**src/ex_config.svh**
```systemverilog
`ifndef EX_CONFIG_SVH
`define EX_CONFIG_SVH

// Width of one datapath slice.
// Every instruction walks the word one slice per cycle.
`define EX_SLICE_W 4

// Width of an architectural register.
`define EX_WORD_W 16

// Number of general registers.
// Register 0 is hard-wired to zero.
`define EX_NUM_REGS 16

// Number of slices that make up one word.
// This also sets the width of the slice counter.
`define EX_NSLICES 4

// Width of the conditional-execution mask.
// Bit 0 is the polarity of the next instruction and the upper bits mark the
// run of instructions still under the mask.
`define EX_COND_W 8

`endif

```
**src/ex_pkg.sv**
```systemverilog
`include "ex_config.svh"

package ex_pkg;

  // One slice of a register, as processed in a single cycle.
  typedef logic [`EX_SLICE_W-1:0] slice_t;

  // A full architectural register value.
  typedef logic [`EX_WORD_W-1:0] word_t;

  // Register index, wide enough for the whole register file.
  typedef logic [$clog2(`EX_NUM_REGS)-1:0] reg_t;

  // Slice counter, which wraps after the last slice of a word.
  typedef logic [$clog2(`EX_NSLICES)-1:0] ctr_t;

  // Conditional-execution mask.
  typedef logic [`EX_COND_W-1:0] cond_t;

  // Operations understood by the execute core.
  // ADDI takes its immediate from the rhs field and the compares only write
  // the predicate.
  typedef enum logic [3:0] {
    NOP    = 4'h0,
    ADD    = 4'h1,
    SUB    = 4'h2,
    AND    = 4'h3,
    OR     = 4'h4,
    XOR    = 4'h5,
    ADDI   = 4'h6,
    CMPEQ  = 4'h7,
    CMPLT  = 4'h8,
    CMPLTU = 4'h9,
    COND   = 4'ha,
    OUT    = 4'hb
  } opcode_t;

  // Instruction word as it arrives from outside.
  // For COND the dst and lhs fields together hold the new mask.
  typedef struct packed {
    opcode_t opcode;
    reg_t    dst;
    reg_t    lhs;
    reg_t    rhs;
  } instr_t;

endpackage

```
**src/ex_slice_if.sv**
```systemverilog
`timescale 1ns/1ps

// Per-slice control, produced by the sequencer and consumed by the register
// file and the ALU.
interface ex_slice_if;

  // Index of the slice being worked on this cycle.
  ex_pkg::ctr_t    ctr;

  // High when the current slice completes at the next edge.
  logic            step;

  // Operation of the held instruction.
  ex_pkg::opcode_t op;

  // High when an instruction is held and the condition mask lets it execute.
  logic            run;

  // Register operands of the held instruction.
  ex_pkg::reg_t    dst_reg;
  ex_pkg::reg_t    lhs_reg;
  ex_pkg::reg_t    rhs_reg;

  // Raw rhs field, used as the ADDI immediate.
  ex_pkg::slice_t  imm;

  // The sequencer owns every signal.
  modport seq (output ctr, step, op, run, dst_reg, lhs_reg, rhs_reg, imm);

  // The register file needs addressing and the write qualifiers.
  modport rf (input ctr, step, op, run, dst_reg, lhs_reg, rhs_reg);

  // The ALU needs the operation, the slice position and the immediate.
  modport alu (input ctr, step, op, run, imm);

endinterface

```
**src/ex_sequencer.sv**
```systemverilog
`timescale 1ns/1ps

`include "ex_config.svh"

// Instruction sequencer.
// Holds one instruction, walks its slices and applies the condition mask.
module ex_sequencer (
  // Clock and reset.
  input  var logic           i_ex_gck,
  input  var logic           i_ex_rst_n,

  // Instruction input handshake.
  input  var ex_pkg::instr_t i_instr,
  input  var logic           i_instr_vld,
  output var logic           o_instr_acp,

  // Predicate from the ALU.
  input  var logic           i_pred,

  // UART transmit handshake. The data itself comes from the ALU.
  output var logic           o_tx_vld,
  input  var logic           i_tx_acp,

  // Slice control towards the register file and the ALU.
  ex_slice_if.seq            slice_if
);

  // Index of the final slice of a word.
  localparam ex_pkg::ctr_t CTR_LAST = ex_pkg::ctr_t'(`EX_NSLICES - 1);

  // Held instruction and whether it is valid.
  ex_pkg::instr_t instr_q;
  logic           busy_q;

  // Current slice.
  ex_pkg::ctr_t   ctr_q;

  // Condition mask and the skip decision it produces.
  ex_pkg::cond_t  cond_q;
  logic           cond_active;
  logic           skip;

  // Slice progress.
  logic           run;
  logic           step;
  logic           last;

  // The mask only governs execution while some bit above bit 0 is set.
  always_comb cond_active = |cond_q[`EX_COND_W-1:1];

  // Bit 0 says which predicate value lets the instruction run, so a mismatch
  // means skip.
  always_comb skip = cond_active && (cond_q[0] ? !i_pred : i_pred);

  // An instruction runs when one is held and it is not skipped.
  always_comb run = busy_q && !skip;

  // Transmit valid is raised only for an OUT that actually executes.
  always_comb o_tx_vld = run && instr_q.opcode == ex_pkg::OUT;

  // A running OUT moves on only when the UART takes the slice; all other
  // instructions, skipped ones included, never stall.
  always_comb step = busy_q && (!o_tx_vld || i_tx_acp);

  // Completion of the final slice ends the instruction.
  always_comb last = step && ctr_q == CTR_LAST;

  // A new word can be taken when idle or as the held one finishes, which
  // keeps back-to-back instructions free of bubbles.
  always_comb o_instr_acp = !busy_q || last;

  // The held word is payload and only moves on a transfer.
  always_ff @(posedge i_ex_gck) begin
    if (i_instr_vld && o_instr_acp) begin
      instr_q <= i_instr;
    end
  end

  // Busy flag and slice counter.
  // The counter wraps back to zero on the last slice.
  always_ff @(posedge i_ex_gck, negedge i_ex_rst_n) begin
    if (!i_ex_rst_n) begin
      busy_q <= 1'b0;
      ctr_q  <= '0;
    end
    else begin
      if (i_instr_vld && o_instr_acp) begin
        busy_q <= 1'b1;
      end
      else if (last) begin
        busy_q <= 1'b0;
      end

      if (step) begin
        ctr_q <= ctr_q + ex_pkg::ctr_t'(1);
      end
    end
  end

  // A COND that executes loads a fresh mask from its dst and lhs fields.
  // Every other instruction consumes one mask position on completion.
  always_ff @(posedge i_ex_gck, negedge i_ex_rst_n) begin
    if (!i_ex_rst_n) begin
      cond_q <= '0;
    end
    else if (last) begin
      if (run && instr_q.opcode == ex_pkg::COND) begin
        cond_q <= ex_pkg::cond_t'({instr_q.dst, instr_q.lhs});
      end
      else begin
        cond_q <= cond_q >> 1;
      end
    end
  end

  // Drive the slice control bundle.
  always_comb slice_if.ctr     = ctr_q;
  always_comb slice_if.step    = step;
  always_comb slice_if.op      = instr_q.opcode;
  always_comb slice_if.run     = run;
  always_comb slice_if.dst_reg = instr_q.dst;
  always_comb slice_if.lhs_reg = instr_q.lhs;
  always_comb slice_if.rhs_reg = instr_q.rhs;
  always_comb slice_if.imm     = ex_pkg::slice_t'(instr_q.rhs);

  // A stalled OUT keeps its slice and its valid until the UART accepts.
  ap_out_stall_hold : assert property (
    @(posedge i_ex_gck) disable iff (!i_ex_rst_n)
    o_tx_vld && !i_tx_acp |=> o_tx_vld && ctr_q == $past(ctr_q)
  );

endmodule

```
**src/ex_regfile.sv**
```systemverilog
`timescale 1ns/1ps

`include "ex_config.svh"

// Register file.
// Registers are read and written one slice at a time, at the slice that the
// sequencer currently points at.
module ex_regfile (
  // Clock and reset.
  input  var logic           i_ex_gck,
  input  var logic           i_ex_rst_n,

  // Slice control from the sequencer.
  ex_slice_if.rf             slice_if,

  // Write data from the ALU and operand slices back to it.
  input  var ex_pkg::slice_t i_wr_slice,
  output var ex_pkg::slice_t o_lhs_slice,
  output var ex_pkg::slice_t o_rhs_slice
);

  // Register storage.
  ex_pkg::word_t regs [`EX_NUM_REGS];

  // Write qualifiers.
  logic          wr_op;
  logic          wr_en;

  // Current contents of the destination register.
  ex_pkg::word_t dst_word;

  // Only the ALU operations and ADDI produce a register result.
  always_comb begin
    unique case (slice_if.op)
      ex_pkg::ADD, ex_pkg::SUB, ex_pkg::AND,
      ex_pkg::OR, ex_pkg::XOR, ex_pkg::ADDI: wr_op = 1'b1;
      default:                               wr_op = 1'b0;
    endcase
  end

  // Register 0 is never written so that it keeps reading as zero.
  always_comb wr_en = slice_if.step && slice_if.run && wr_op && slice_if.dst_reg != '0;

  // Write the selected slice at the end of its cycle.
  always_ff @(posedge i_ex_gck, negedge i_ex_rst_n) begin
    if (!i_ex_rst_n) begin
      regs <= '{default: '0};
    end
    else if (wr_en) begin
      regs[slice_if.dst_reg][int'(slice_if.ctr) * `EX_SLICE_W +: `EX_SLICE_W] <= i_wr_slice;
    end
  end

  // Read both operand slices, forcing zero for register 0.
  always_comb begin
    o_lhs_slice = regs[slice_if.lhs_reg][int'(slice_if.ctr) * `EX_SLICE_W +: `EX_SLICE_W];
    o_rhs_slice = regs[slice_if.rhs_reg][int'(slice_if.ctr) * `EX_SLICE_W +: `EX_SLICE_W];

    if (slice_if.lhs_reg == '0) begin
      o_lhs_slice = '0;
    end
    if (slice_if.rhs_reg == '0) begin
      o_rhs_slice = '0;
    end
  end

  always_comb dst_word = regs[slice_if.dst_reg];

  // A skipped instruction must leave its destination register untouched.
  ap_no_write_skip : assert property (
    @(posedge i_ex_gck) disable iff (!i_ex_rst_n)
    slice_if.step && !slice_if.run |=> regs[$past(slice_if.dst_reg)] == $past(dst_word)
  );

endmodule

```
**src/ex_alu.sv**
```systemverilog
`timescale 1ns/1ps

`include "ex_config.svh"

// Slice ALU.
// Adds, subtracts and does bitwise logic one slice per cycle, carrying the
// carry and zero flag between slices, and owns the predicate register.
module ex_alu (
  // Clock and reset.
  input  var logic           i_ex_gck,
  input  var logic           i_ex_rst_n,

  // Slice control from the sequencer.
  ex_slice_if.alu            slice_if,

  // Operand slices from the register file.
  input  var ex_pkg::slice_t i_lhs_slice,
  input  var ex_pkg::slice_t i_rhs_slice,

  // Result slice, UART transmit slice and the predicate.
  output var ex_pkg::slice_t o_wr_slice,
  output var ex_pkg::slice_t o_tx_data,
  output var logic           o_pred
);

  // Index of the final slice of a word.
  localparam ex_pkg::ctr_t CTR_LAST = ex_pkg::ctr_t'(`EX_NSLICES - 1);

  // Operand selection.
  ex_pkg::slice_t         rhs_raw;
  ex_pkg::slice_t         rhs_op;
  logic                   inv;
  logic                   cin;
  logic                   first;

  // Adder output, with the carry out on top.
  logic [`EX_SLICE_W:0]   sum;

  // Flags. Z covers the whole word, N, C and V are taken from the top slice.
  logic                   carry_q;
  logic                   z_q;
  logic                   flag_z;
  logic                   flag_n;
  logic                   flag_c;
  logic                   flag_v;

  // Predicate state.
  logic                   cmp;
  logic                   pred_wr;
  logic                   pred_q;
  logic                   pred_d;

  always_comb first = slice_if.ctr == '0;

  // The ADDI immediate only fills the bottom slice.
  always_comb rhs_raw = slice_if.op == ex_pkg::ADDI ? (first ? slice_if.imm : '0)
                                                    : i_rhs_slice;

  // Subtraction and compares are lhs + ~rhs + 1.
  always_comb cmp = slice_if.op inside {ex_pkg::CMPEQ, ex_pkg::CMPLT, ex_pkg::CMPLTU};
  always_comb inv = cmp || slice_if.op == ex_pkg::SUB;
  always_comb rhs_op = inv ? ~rhs_raw : rhs_raw;

  // The seed carry enters at slice 0, later slices chain from the saved one.
  always_comb cin = first ? inv : carry_q;

  always_comb sum = {1'b0, i_lhs_slice} + {1'b0, rhs_op} + (`EX_SLICE_W + 1)'(cin);

  // Result selection.
  always_comb begin
    unique case (slice_if.op)
      ex_pkg::AND: o_wr_slice = i_lhs_slice & i_rhs_slice;
      ex_pkg::OR:  o_wr_slice = i_lhs_slice | i_rhs_slice;
      ex_pkg::XOR: o_wr_slice = i_lhs_slice ^ i_rhs_slice;
      default:     o_wr_slice = sum[`EX_SLICE_W-1:0];
    endcase
  end

  // The zero flag keeps folding in each slice so that it covers the word.
  always_comb flag_z = (first || z_q) && sum[`EX_SLICE_W-1:0] == '0;
  always_comb flag_n = sum[`EX_SLICE_W-1];
  always_comb flag_c = sum[`EX_SLICE_W];

  // Overflow when both adder inputs agree in sign and the result does not.
  always_comb flag_v = i_lhs_slice[`EX_SLICE_W-1] == rhs_op[`EX_SLICE_W-1]
                    && sum[`EX_SLICE_W-1] != i_lhs_slice[`EX_SLICE_W-1];

  // Carry and zero only matter inside one instruction.
  always_ff @(posedge i_ex_gck) begin
    if (slice_if.step) begin
      carry_q <= flag_c;
      z_q     <= flag_z;
    end
  end

  // Predicate is written at the end of the final slice of a running compare.
  always_comb pred_wr = slice_if.step && slice_if.run && cmp && slice_if.ctr == CTR_LAST;

  always_comb begin
    unique case (slice_if.op)
      ex_pkg::CMPEQ: pred_d = flag_z;
      ex_pkg::CMPLT: pred_d = flag_n != flag_v;
      default:       pred_d = !flag_c;
    endcase
  end

  always_ff @(posedge i_ex_gck, negedge i_ex_rst_n) begin
    if (!i_ex_rst_n) begin
      pred_q <= 1'b0;
    end
    else if (pred_wr) begin
      pred_q <= pred_d;
    end
  end

  always_comb o_pred = pred_q;

  // OUT sends the lhs register unchanged.
  always_comb o_tx_data = i_lhs_slice;

endmodule

```
**src/ex_core.sv**
```systemverilog
`timescale 1ns/1ps

// Nibble-serial execute core.
// Top level, holding the sequencer, register file and ALU.
module ex_core (
  // Clock and reset.
  input  var logic           i_ex_gck,
  input  var logic           i_ex_rst_n,

  // Instruction input.
  input  var ex_pkg::word_t  i_instr,
  input  var logic           i_instr_vld,
  output var logic           o_instr_acp,

  // UART transmit.
  output var ex_pkg::slice_t o_tx_data,
  output var logic           o_tx_vld,
  input  var logic           i_tx_acp
);

  // Operand and result slices between the register file and the ALU.
  ex_pkg::slice_t wr_slice;
  ex_pkg::slice_t lhs_slice;
  ex_pkg::slice_t rhs_slice;

  // Predicate fed back for the skip decision.
  logic           pred;

  // Per-slice control.
  ex_slice_if slice_if_u ();

  // Instruction sequencing and condition mask.
  ex_sequencer seq_u (
    .i_ex_gck    (i_ex_gck),
    .i_ex_rst_n  (i_ex_rst_n),

    .i_instr     (ex_pkg::instr_t'(i_instr)),
    .i_instr_vld (i_instr_vld),
    .o_instr_acp (o_instr_acp),

    .i_pred      (pred),

    .o_tx_vld    (o_tx_vld),
    .i_tx_acp    (i_tx_acp),

    .slice_if    (slice_if_u.seq)
  );

  // Register file.
  ex_regfile rf_u (
    .i_ex_gck    (i_ex_gck),
    .i_ex_rst_n  (i_ex_rst_n),

    .slice_if    (slice_if_u.rf),

    .i_wr_slice  (wr_slice),
    .o_lhs_slice (lhs_slice),
    .o_rhs_slice (rhs_slice)
  );

  // Slice ALU.
  ex_alu alu_u (
    .i_ex_gck    (i_ex_gck),
    .i_ex_rst_n  (i_ex_rst_n),

    .slice_if    (slice_if_u.alu),

    .i_lhs_slice (lhs_slice),
    .i_rhs_slice (rhs_slice),

    .o_wr_slice  (wr_slice),
    .o_tx_data   (o_tx_data),
    .o_pred      (pred)
  );

endmodule

```
**config.mk**
```make
export PLATFORM = sky130hd
export DESIGN_NAME = ex_core
export DESIGN_NICKNAME = d
export VERILOG_FILES = /design/src/ex_pkg.sv /design/src/ex_slice_if.sv /design/src/ex_sequencer.sv /design/src/ex_regfile.sv /design/src/ex_alu.sv /design/src/ex_core.sv
export VERILOG_INCLUDE_DIRS = /design/src
export SDC_FILE = /design/constraint.sdc
export NUM_CORES = 1
export LEC_CHECK = 0
export BUFFER_PORTS_ARGS = -buffer_cell sky130_fd_sc_hd__buf_2
export CAP_MARGIN = 10
export CORE_MARGIN = 5
export CORE_UTILIZATION = 43
export CTS_BUF_LIST = sky130_fd_sc_hd__clkbuf_16
export DETAILED_ROUTE_END_ITERATION = 10
export PLACE_DENSITY = 0.67
export SLEW_MARGIN = 10
export SYNTH_ARGS = -nofsm -noshare
export SYNTH_HDL_FRONTEND = slang
export SYNTH_SLANG_ARGS = --single-unit
```
**constraint.sdc**
```tcl
create_clock -name i_ex_gck -period 5.1 [get_ports i_ex_gck]
set_clock_uncertainty 0.05 [all_clocks]
set_input_delay 0.51 -clock i_ex_gck [delete_from_list [all_inputs] [get_ports i_ex_gck]]
set_output_delay 0.51 -clock i_ex_gck [all_outputs]
set_load 0.02 [all_outputs]
```
Word-level counts from Yosys, hierarchy flattened:

Index checks and enable logic that the tools add are counted.

* bits in registers: 286
* logic and storage cells: 115

* add/subtract/negate cells: 4
* $lt $le $gt $ge: 4
* eq/ne operators: 15
* shifts and indexed selects: 4
* multiplexer cells: 22
* bitwise gates (word level): 7
* reductions and logical operators: 33

Operator list (number)
* $bwmux 256: 1
* $bmux 16 s4: 2
* $mux 16: 5
* $demux 16 s4: 1
* $neg 4->33: 1
* $shift 4x33->16 const A: 1
* $shiftx 4x33->16: 1
* $shiftx 16x5->4: 2
* $mux 4: 5
* $eq 4x3->1 const B: 4
* $eq 4x4->1 const B: 4
* $ge 5x5->1 const B: 3
* $logic_and 1x1->1: 15
* $not 4->5: 3
* $logic_not 4->1: 3
* $pmux 4 s3: 1
* $eq 4x2->1 const B: 2
* $mux 8: 1
* $reduce_or 7->1: 1
* $reduce_or 6->1: 1
* $add 4x4->5: 1
* $add 5x1->5: 1
* $logic_not 1->1: 5
* $lt 5x1->1 const B: 1
* other kinds (16): 24

Longest topological paths before layout:

Gate-level depths: netlist (run 1).

* depth in word-level cells: 15
* depth in mapped cells: 17

Cells and area by module:

From an unflattened synthesis (run 1), not the netlist that was laid out.

* cell total of the unflattened synthesis: 1173
* area, all modules: 16106.7 um^2

By module, submodules not included
* ex_regfile: times used 1, cells each 1002, area an instance 14144.8 um^2
* ex_sequencer: times used 1, cells each 71, area an instance 1152.4 um^2
* ex_alu: times used 1, cells each 100, area an instance 809.5 um^2

Worst setup path before layout (run 1):

Ideal clock, no wire load.

* path type: reg2reg
* start point: register seq_u.instr_q, in the netlist seq_u.slice_if.lhs_reg[0]
* end point: register rf_u.regs[82] in the netlist's numbering
* setup time: 0.128 ns
* arrival time: 4.125 ns
* data required time: 4.922 ns
* path slack: 0.798 ns
* stages on the path, launching flop included: 15
* buffers on the path: 3
* clock period less this slack: 4.302 ns
* path through: edfxtp_1 buf_2 buf_2 mux4_2 mux4_2 mux2i_1 o22a_1 inv_1 fa_1 fa_1 xor2_1 o21ai_0 nor2_1 clkbuf_1 mux2_1

* longest elaborated chain between the ends: 11

RTL lines
* start: declaration: RTL line ex_sequencer.sv:32 `ex_pkg::instr_t instr_q;`
* start signal: assignment: RTL line ex_sequencer.sv:75 `instr_q <= i_instr;`
* $not 4->5 (not written as such): RTL line ex_regfile.sv:56 `` o_lhs_slice = regs[slice_if.lhs_reg][int'(slice_if.ctr) * `EX_SLICE_W +: `EX_SLICE_W]; ``
* $bmux 16 s4: RTL line ex_regfile.sv:56
* $mux 16 (not written as such) (2 in a row): RTL line ex_regfile.sv:56
* $shiftx 16x5->4: RTL line ex_regfile.sv:56
* $mux 4 (*): RTL line ex_regfile.sv:59 `if (slice_if.lhs_reg == '0) begin`
* named net o_tx_data[0]: RTL line ex_core.sv:16 `output var ex_pkg::slice_t o_tx_data,`
* $add 4x4->5: RTL line ex_alu.sv:67 `` always_comb sum = {1'b0, i_lhs_slice} + {1'b0, rhs_op} + (`EX_SLICE_W + 1)'(cin); ``
* $add 5x1->5: RTL line ex_alu.sv:67
* $pmux 4 s3 (*): RTL line ex_alu.sv:71 `unique case (slice_if.op)`
* $shiftx 4x33->16 (*): RTL line ex_regfile.sv:50 `` regs[slice_if.dst_reg][int'(slice_if.ctr) * `EX_SLICE_W +: `EX_SLICE_W] <= i_wr_slice; ``
* $bwmux 256 (*): RTL line ex_regfile.sv:50
* end signal: indexed assignment: RTL line ex_regfile.sv:50
* end: declaration: RTL line ex_regfile.sv:23 `` ex_pkg::word_t regs [`EX_NUM_REGS]; ``

The timed path passes the listed nets; every way through them passes the cells marked *. The select of a mux whose other input is x is not followed.
A chain may end at the register's enable or synchronous reset.

Final worst setup path (run 1):

* start point: register seq_u.instr_q, in the netlist seq_u.slice_if.imm[1]
* end point: register rf_u.regs[49] in the netlist's numbering

* longest elaborated chain between the ends: 14

RTL lines
* $not 4->5 (not written as such): RTL line ex_regfile.sv:57 `` o_rhs_slice = regs[slice_if.rhs_reg][int'(slice_if.ctr) * `EX_SLICE_W +: `EX_SLICE_W]; ``
* $bmux 16 s4: RTL line ex_regfile.sv:57
* $mux 16 (not written as such) (2 in a row): RTL line ex_regfile.sv:57
* $shiftx 16x5->4: RTL line ex_regfile.sv:57
* $mux 4: RTL line ex_regfile.sv:62 `if (slice_if.rhs_reg == '0) begin`
* $mux 4: RTL line ex_alu.sv:56 `always_comb rhs_raw = slice_if.op == ex_pkg::ADDI ? (first ? slice_if.imm : '0)`
* $not 4->4: RTL line ex_alu.sv:62 `always_comb rhs_op = inv ? ~rhs_raw : rhs_raw;`
* $mux 4: RTL line ex_alu.sv:62
* $add 4x4->5: RTL line ex_alu.sv:67
* $add 5x1->5: RTL line ex_alu.sv:67
* $pmux 4 s3 (*): RTL line ex_alu.sv:71
* $shiftx 4x33->16 (*): RTL line ex_regfile.sv:50
* $bwmux 256 (*): RTL line ex_regfile.sv:50

Every way passes the cells marked *; elsewhere a longest branch is shown, timed or not. The select of a mux whose other input is x is not followed.

==> flow_summary.json, run 1 <==
{
  "drive_gt1_share_pct": 42.2,
  "tritoncts_clock_tree": "built",
  "synth_warnings": 0,
  "data_arrival_time_of_the_critical_path_ps": 5270,
  "io_pins": 26,
  "wl_per_cell_um": 26.6,
  "worst-setup-path-type": "reg -> reg",
  "maxClockFrequency_ghz": 0.205,
  "grt-ovfl-total": 0,
  "status": "finished, final reports clean",
  "most_flops_register": "rf_u.regs",
  "numPortBuffers": 25,
  "rsz0062_at_grt": "no",
  "cts_setup_buffers": 0,
  "post_synth_num_cell_types": 60,
  "net_count_reported_at_finish": 1252,
  "die_w_um": 203,
  "max_vdd_drop_mv": 0.230,
  "worstPathMaxFanout": 15,
  "final-setup-viol-count": 0,
  "rows": 70,
  "post-route-drc-count": 0,
  "post-route-min-period_ps": 4880,
  "synth-seq-cells": 286,
  "dp_hpwl_mm": 32.4,
  "vias_in_the_first_global_route": 10973,
  "wp_data_required_ps": 5490,
  "die-height_um": 203,
  "largestRegisters": "rf_u.regs x256, seq_u.cond_q x8",
  "global_placement_routability_congestion": 0.971,
  "power.density_nw_per_um2": 475,
  "first_pass_grt_wire_length_mm": 70.2,
  "postRouteWirelength_mm": 45.3,
  "detailroute.via_count": 10721,
  "antenna_cells_inserted": 0,
  "globalRouteTotalUtil_pct": 22.2,
  "cp-end-kind": "register",
  "number_of_flip_flops_under_the_largest_register_name": 256,
  "ys_top_cells_by_area": "dfrtp_1 42%, mux2_2 18%, mux4_2 16%, edfxtp_1 3.4%, mux2i_1 2.6%",
  "timing_worst_slew_pin_value_ps": 1280,
  "async_reset_ff_share_pct": 93.7,
  "synthDominantAreaCellType": "dfrtp_1",
  "ys.flop_type": "dfrtp_1",
  "tritoncts_num_sinks": 286,
  "dr.first_iter.drc_count": 1301,
  "drt_pre_antenna_iters": 5,
  "antenna_violations_before_repair": 0,
  "antenna_violating_nets_post_route": 0,
  "max_cap_viols": 0,
  "synth_nets": 1231,
  "hold_violations": 0,
  "timing.final.max_slew_violations": 0,
  "cellLeakagePower_uw": 0.00814,
  "design.die.area_um2": 41100,
  "critical_path.startpoint_type": "register",
  "slew_headroom_pct": 14.2,
  "htree_num_levels": 2,
  "clock_slew_at_reported_path_ffs_ps": 60,
  "grt_max_degree": 135,
  "routed_via_density": 6.28,
  "yosysTopAreaCellShare_pct": 42.0,
  "clock_insertion_delay_worst_skew_ps": 530,
  "finalHoldWorstSlack_ps": 96.1,
  "synth_edf_count": 18,
  "avgSynthCellArea_um2": 13.4,
  "hp_class": "in -> async",
  "fin_setup_tns_ps": 0,
  "clock-root-buffer": "clkbuf_16",
  "synthCells": 1193,
  "overall_power_of_the_completed_layout_uw": 8460,
  "synth.yosys.seq_area_share_pct": 45.4,
  "clockBufferDepth": 3,
  "synth.cell_area_um2": 16000,
  "syn_to_final_growth_pct": 11.5,
  "core_area_um2": 36600,
  "initial_util_pct": 43.6,
  "period_share_pct": 95.7,
  "total_cts_buffers": 35
}
metal layers:
metal	track usage (%)	vias to the layer above	routed length, um
li1	-	4576	-
met1	31.7	5574	19400
met2	34.3	454	20600
met3	4.66	117	3650
met4	6.84	0	1750
met5	0	-	0
metrics by stage:
stage / setup slack [ps] / area [um^2] / std cells / util [%]
floorplan: 798 / 16000 / 1193 / -
detailed placement: 73.6 / 16700 / 1645 / 45.7
global placement: 116 / 16700 / 1645 / 45.7
global route: 34.9 / 17800 / 1706 / 48.6
finish: 220 / 17800 / 1706 / 48.6
CTS: 5.83 / 17800 / 1706 / 48.5
critical path: stages (launching register included):
cell and delay [ps]:
edfxtp_1 710, mux2_2 400, a222oi_1 500, a31oi_1 210
and3_1 200, a311oi_1 280, xor2_1 140, fa_1 460
fa_1 510, o21ai_0 110, buf_4 190, nor2_1 730
mux2_2 300
path summary, 6_finish.rpt:
path	start	slack, ps	to	cells after the start
worst max-delay path	seq_u.slice_if.imm[1]$_DFFE_PP_	220	rf_u.regs[49]$_DFFE_PN0P_	12
worst min-delay path	i_ex_rst_n	100	rf_u.regs[201]$_DFFE_PN0P_	1
worst max register to register	seq_u.slice_if.imm[1]$_DFFE_PP_	220	rf_u.regs[49]$_DFFE_PN0P_	12
worst min register to register	rf_u.regs[241]$_DFFE_PN0P_	350	rf_u.regs[241]$_DFFE_PN0P_	0
max in group asynchronous	i_ex_rst_n	3590	rf_u.regs[38]$_DFFE_PN0P_	2
min in group i_ex_gck	i_instr[11]	110	seq_u.slice_if.dst_reg[3]$_DFFE_PP_	1
Yosys cell counts, drive strengths merged, types with 2 or more instances:
library cell and n:
a211oi 9, a21oi 11, a221oi 5, a222oi 11, a22oi 12, a311o 4
a311oi 2, a31oi 14, and2 8, and3 5, buf 41, clkbuf 51
clkinv 2, dfrtp 268, edfxtp 18, fa 2, ha 16, inv 17
mux2 273, mux2i 42, mux4 112, nand2 78, nand2b 8, nand3 12
nand3b 3, nand4 2, nor2 67, nor2b 11, nor3 14, nor3b 3
nor4 5, o2111ai 2, o211ai 2, o21ai 14, o22a 3, o22ai 12
o31ai 3, or2 8, or3 5, xnor2 3, xor2 5
area by class of cell:
| cell class | instances | area [um^2] |
|---|---|---|
| timing repair buffer | 76 | 593 |
| multi-input combinational | 796 | 8280 |
| clock buffer | 36 | 901 |
| fill | 3137 | 18800 |
| sequential | 286 | 7250 |
| tap | 468 | 586 |
| inverter | 19 | 71.3 |
| clock inverter | 25 | 124 |
power breakdown:
| part | switching (uW) | total, uW | internal (uW) | leakage (uW) |
|---|---|---|---|---|
| Combinational | 1870 | 3160 | 1290 | 0.00371 |
| Sequential | 391 | 3060 | 2660 | 0.00389 |
| Clock | 969 | 2250 | 1280 | 0.000539 |
repair_timing:
action,4_1_cts,5_1_grt
resized for setup,0,12
hold buffers,0,0
endpoints found under the setup margin,0,164
layout by cell type, fill, tap and decap left out, types with 4 or more instances in the layout:
master	Yosys	routed
dfrtp_1	268	268
mux2_2	258	258
mux4_2	112	112
nand2_1	78	78
nor2_1	67	56
buf_4	4	45
mux2i_1	42	42
clkbuf_16	0	36
inv_1	15	24
buf_2	28	24
edfxtp_1	18	18
ha_1	16	16
mux2_1	15	15
a31oi_1	14	14
nor3_1	14	13
nand3_1	12	12
o22ai_1	12	12
a22oi_1	12	12
o21ai_0	12	12
nor2b_1	11	11
a21oi_1	11	11
a222oi_1	11	11
nor2_2	0	11
and2_1	8	8
clkinv_1	2	8
nand2b_1	8	8
or2_2	8	8
a211oi_1	7	7
buf_12	0	6
a221oi_1	5	5
and3_1	5	5
xor2_1	5	5
or3_1	5	5
clkinv_2	0	5
a311o_1	4	4
inv_6	0	4
logic make-up after synthesis:
family	synth area share, %
multiplexers	37.7
flip-flops	45.4
AND/OR/NAND/NOR	7.08
buffers and inverters	3.02
AO/OA/AOI/OAI	4.91
adder cells (fa/ha/maj)	1.50
XOR/XNOR	0.439
No activity file was read; power rests on OpenSTA's default activity.
==> run 2, diff against run 1 <==
==> constraint.sdc (replaced) <==
create_clock -name i_ex_gck -period 5.1 [get_ports i_ex_gck]
set_clock_uncertainty 0.05 [all_clocks]
set_input_delay 0 -clock i_ex_gck [delete_from_list [all_inputs] [get_ports i_ex_gck]]
set_output_delay 0 -clock i_ex_gck [all_outputs]
set_load 0.02 [all_outputs]
==> flow_summary.json, run 2 (synthesized netlist as in run 1, its figures left out) <==
{
  "power.density_nw_per_um2": 472,
  "design.die.area_um2": 41100,
  "numPortBuffers": 25,
  "power_report.internal_total_uw": 5230,
  "detailroute.via_count": 10717,
  "max_cap_viols": 0,
  "final_cells": 1722,
  "endpoint": "rf_u.regs[1]$_DFFE_PN0P_",
  "critical_path.startpoint_type": "register",
  "rsz0062_at_grt": "no",
  "final-setup-viol-count": 0,
  "antenna_violations_before_repair": 1,
  "regToRegEndpoint": "rf_u.regs[1]$_DFFE_PN0P_",
  "data_arrival_time_of_the_critical_path_ps": 5350,
  "place_inst": 1643,
  "period_share_pct": 97.1,
  "hold_violations": 0,
  "clock_slew_at_reported_path_ffs_ps": 60,
  "maxClockFrequency_ghz": 0.202,
  "postRouteWirelength_mm": 45.7,
  "reg2reg_setup_slack_ps": 150,
  "initial_util_pct": 43.6,
  "swShare_pct": 38.3,
  "globalRouteTotalUtil_pct": 22.3,
  "drt_pre_antenna_iters": 6,
  "core_area_um2": 36600,
  "routed_via_density": 6.22,
  "hp_class": "in -> async",
  "grt-ovfl-total": 0,
  "total_cts_buffers": 34,
  "status": "finished, final reports clean",
  "post-route-drc-count": 0,
  "tritoncts_num_sinks": 286,
  "dp_hpwl_mm": 32.4,
  "post-route-min-period_ps": 4950,
  "clock_insertion_delay_worst_skew_ps": 520,
  "source_of_the_worst_register_to_register_timing_path": "seq_u.slice_if.imm[2]$_DFFE_PP_",
  "comb_power_share_pct": 37.5,
  "tritoncts_clock_tree": "built",
  "dr.first_iter.drc_count": 1043,
  "final.fill_count": 3130,
  "io_pins": 26,
  "clockBufferDepth": 3,
  "power.switching_uw": 3250,
  "max_vdd_drop_mv": 0.270,
  "final_cell_mix": "268 x dfrtp_1, 258 x mux2_2, 112 x mux4_2",
  "worst_setup_path_startpoint": "seq_u.slice_if.imm[2]$_DFFE_PP_",
  "cp_common_cell": "fa_1",
  "timing_worst_slew_pin_value_ps": 1320,
  "p_seq_share_pct": 36.0,
  "worst-setup-path-type": "reg -> reg",
  "seqCellArea_um2": 7250,
  "cellLeakagePower_uw": 0.00820,
  "critical_path_max_stage_delay_ps": 910,
  "slew_headroom_pct": 11.4,
  "cp-end-kind": "register",
  "largestRegisters": "rf_u.regs x256, seq_u.cond_q x8",
  "htree_num_levels": 2,
  "worstPathMaxFanout": 16,
  "antenna_cells_inserted": 0,
  "wp_data_required_ps": 5500,
  "drive_gt1_share_pct": 41.3,
  "die-height_um": 203,
  "multiInputGateArea_um2": 8270,
  "most_frequent_standard_cell_in_the_layout_excluding_fill_and_tap_cells": "dfrtp_1",
  "vias_in_the_first_global_route": 11205,
  "antenna_violating_nets_post_route": 0,
  "cpMaxStageDelayCell": "nor3b_1",
  "net_count_reported_at_finish": 1267,
  "grt_max_degree": 173,
  "syn_to_final_growth_pct": 12.5,
  "timing.final.max_slew_violations": 0,
  "number_of_flip_flops_under_the_largest_register_name": 256,
  "post-route-worst-setup-slack_ps": 146,
  "fin_setup_tns_ps": 0,
  "rr_worst_depth": 12,
  "wl_per_cell_um": 26.5,
  "most_flops_register": "rf_u.regs",
  "clock-root-buffer": "clkbuf_16",
  "global_placement_routability_congestion": 0.984,
  "critical_path.cell_chain": "nor3b_1 > a222oi_1 > o21ai_1 > and3_1 > a311oi_1 > xor2_1 > fa_1 > fa_1 > o21ai_0 > buf_4 > nor2_1 > mux2_2",
  "rows": 70,
  "pre_cts_slack_ps": 103,
  "die_w_um": 203,
  "first_pass_grt_wire_length_mm": 70.5,
  "clockPowerShare_pct": 26.5
}
run 2: stage by stage:
stage	hold WS (ps)	total power [uW]	cell area [um^2]	utilization (%)
4_1_cts	89.8	8420	17900	49.0
6_report	52.4	8490	18000	49.1
5_1_grt	114	8880	18000	49.1
2_1_floorplan	-346	5010	16000	-
3_5_place_dp	35.5	6150	16700	45.7
3_3_place_gp	33.6	6100	16700	45.7
run 2: final cells by class:
class / count / area share (%)
Clock buffer: 34 / 4.74
Clock inverter: 27 / 0.920
Inverter: 19 / 0.397
Multi-Input combinational cell: 796 / 46.0
Sequential cell: 286 / 40.3
Tap cell: 468 / 3.26
Timing Repair Buffer: 92 / 4.29
run 2: per-layer routing:
metal  track usage (%)  share of wire [%]  wire length (um)
met5                 0                  0                 0
met1              31.7                 42             19200
met3              4.23                8.3              3790
met4              7.64                3.5              1580
met2              34.6                 46             21100
run 2: worst max-delay path: cells and delay by family, from the launching register on:
kind | cells | cell delay [ps]
flip-flops | 1 | 710
adder cells (fa/ha/maj) | 2 | 990
XOR/XNOR | 1 | 190
multiplexers | 1 | 310
AO/OA/AOI/OAI | 4 | 580
AND/OR/NAND/NOR | 3 | 1840
buffers and inverters | 1 | 190
run 2: worst min path at each step:
| stage | startpoint | endpoint | slack (ps) | depth (start not counted) |
|---|---|---|---|---|
| final | i_ex_rst_n | rf_u.regs[153]$_DFFE_PN0P_ | 50 | 2 |
| after global routing | i_ex_rst_n | rf_u.regs[169]$_DFFE_PN0P_ | 110 | 2 |
| after CTS | i_ex_rst_n | rf_u.regs[169]$_DFFE_PN0P_ | 90 | 2 |
| after floorplan | i_ex_rst_n | alu_u.o_pred$_DFFE_PN0P_ | -350 | 0 |
| after detailed placement | i_ex_rst_n | rf_u.regs[169]$_DFFE_PN0P_ | 40 | 1 |
| after global placement | i_ex_rst_n | rf_u.regs[169]$_DFFE_PN0P_ | 30 | 1 |
run 2: power by group through the flow:
stage          logic [uW]  clock network (uW)  registers, uW
3_5_place_dp         3070                   0           3070
5_1_grt              3390                2390           3100
2_1_floorplan        2150                   0           2860
4_1_cts              3090                2290           3040
3_3_place_gp         3050                   0           3060
6_report             3180                2250           3050
run 2: what timing repair did:
item	in CTS	in global routing
hold buffers	18	0
endpoints found under the hold margin	113	0
buffers inserted	0	0
setup endpoints to repair	0	157
gates resized for setup	0	11
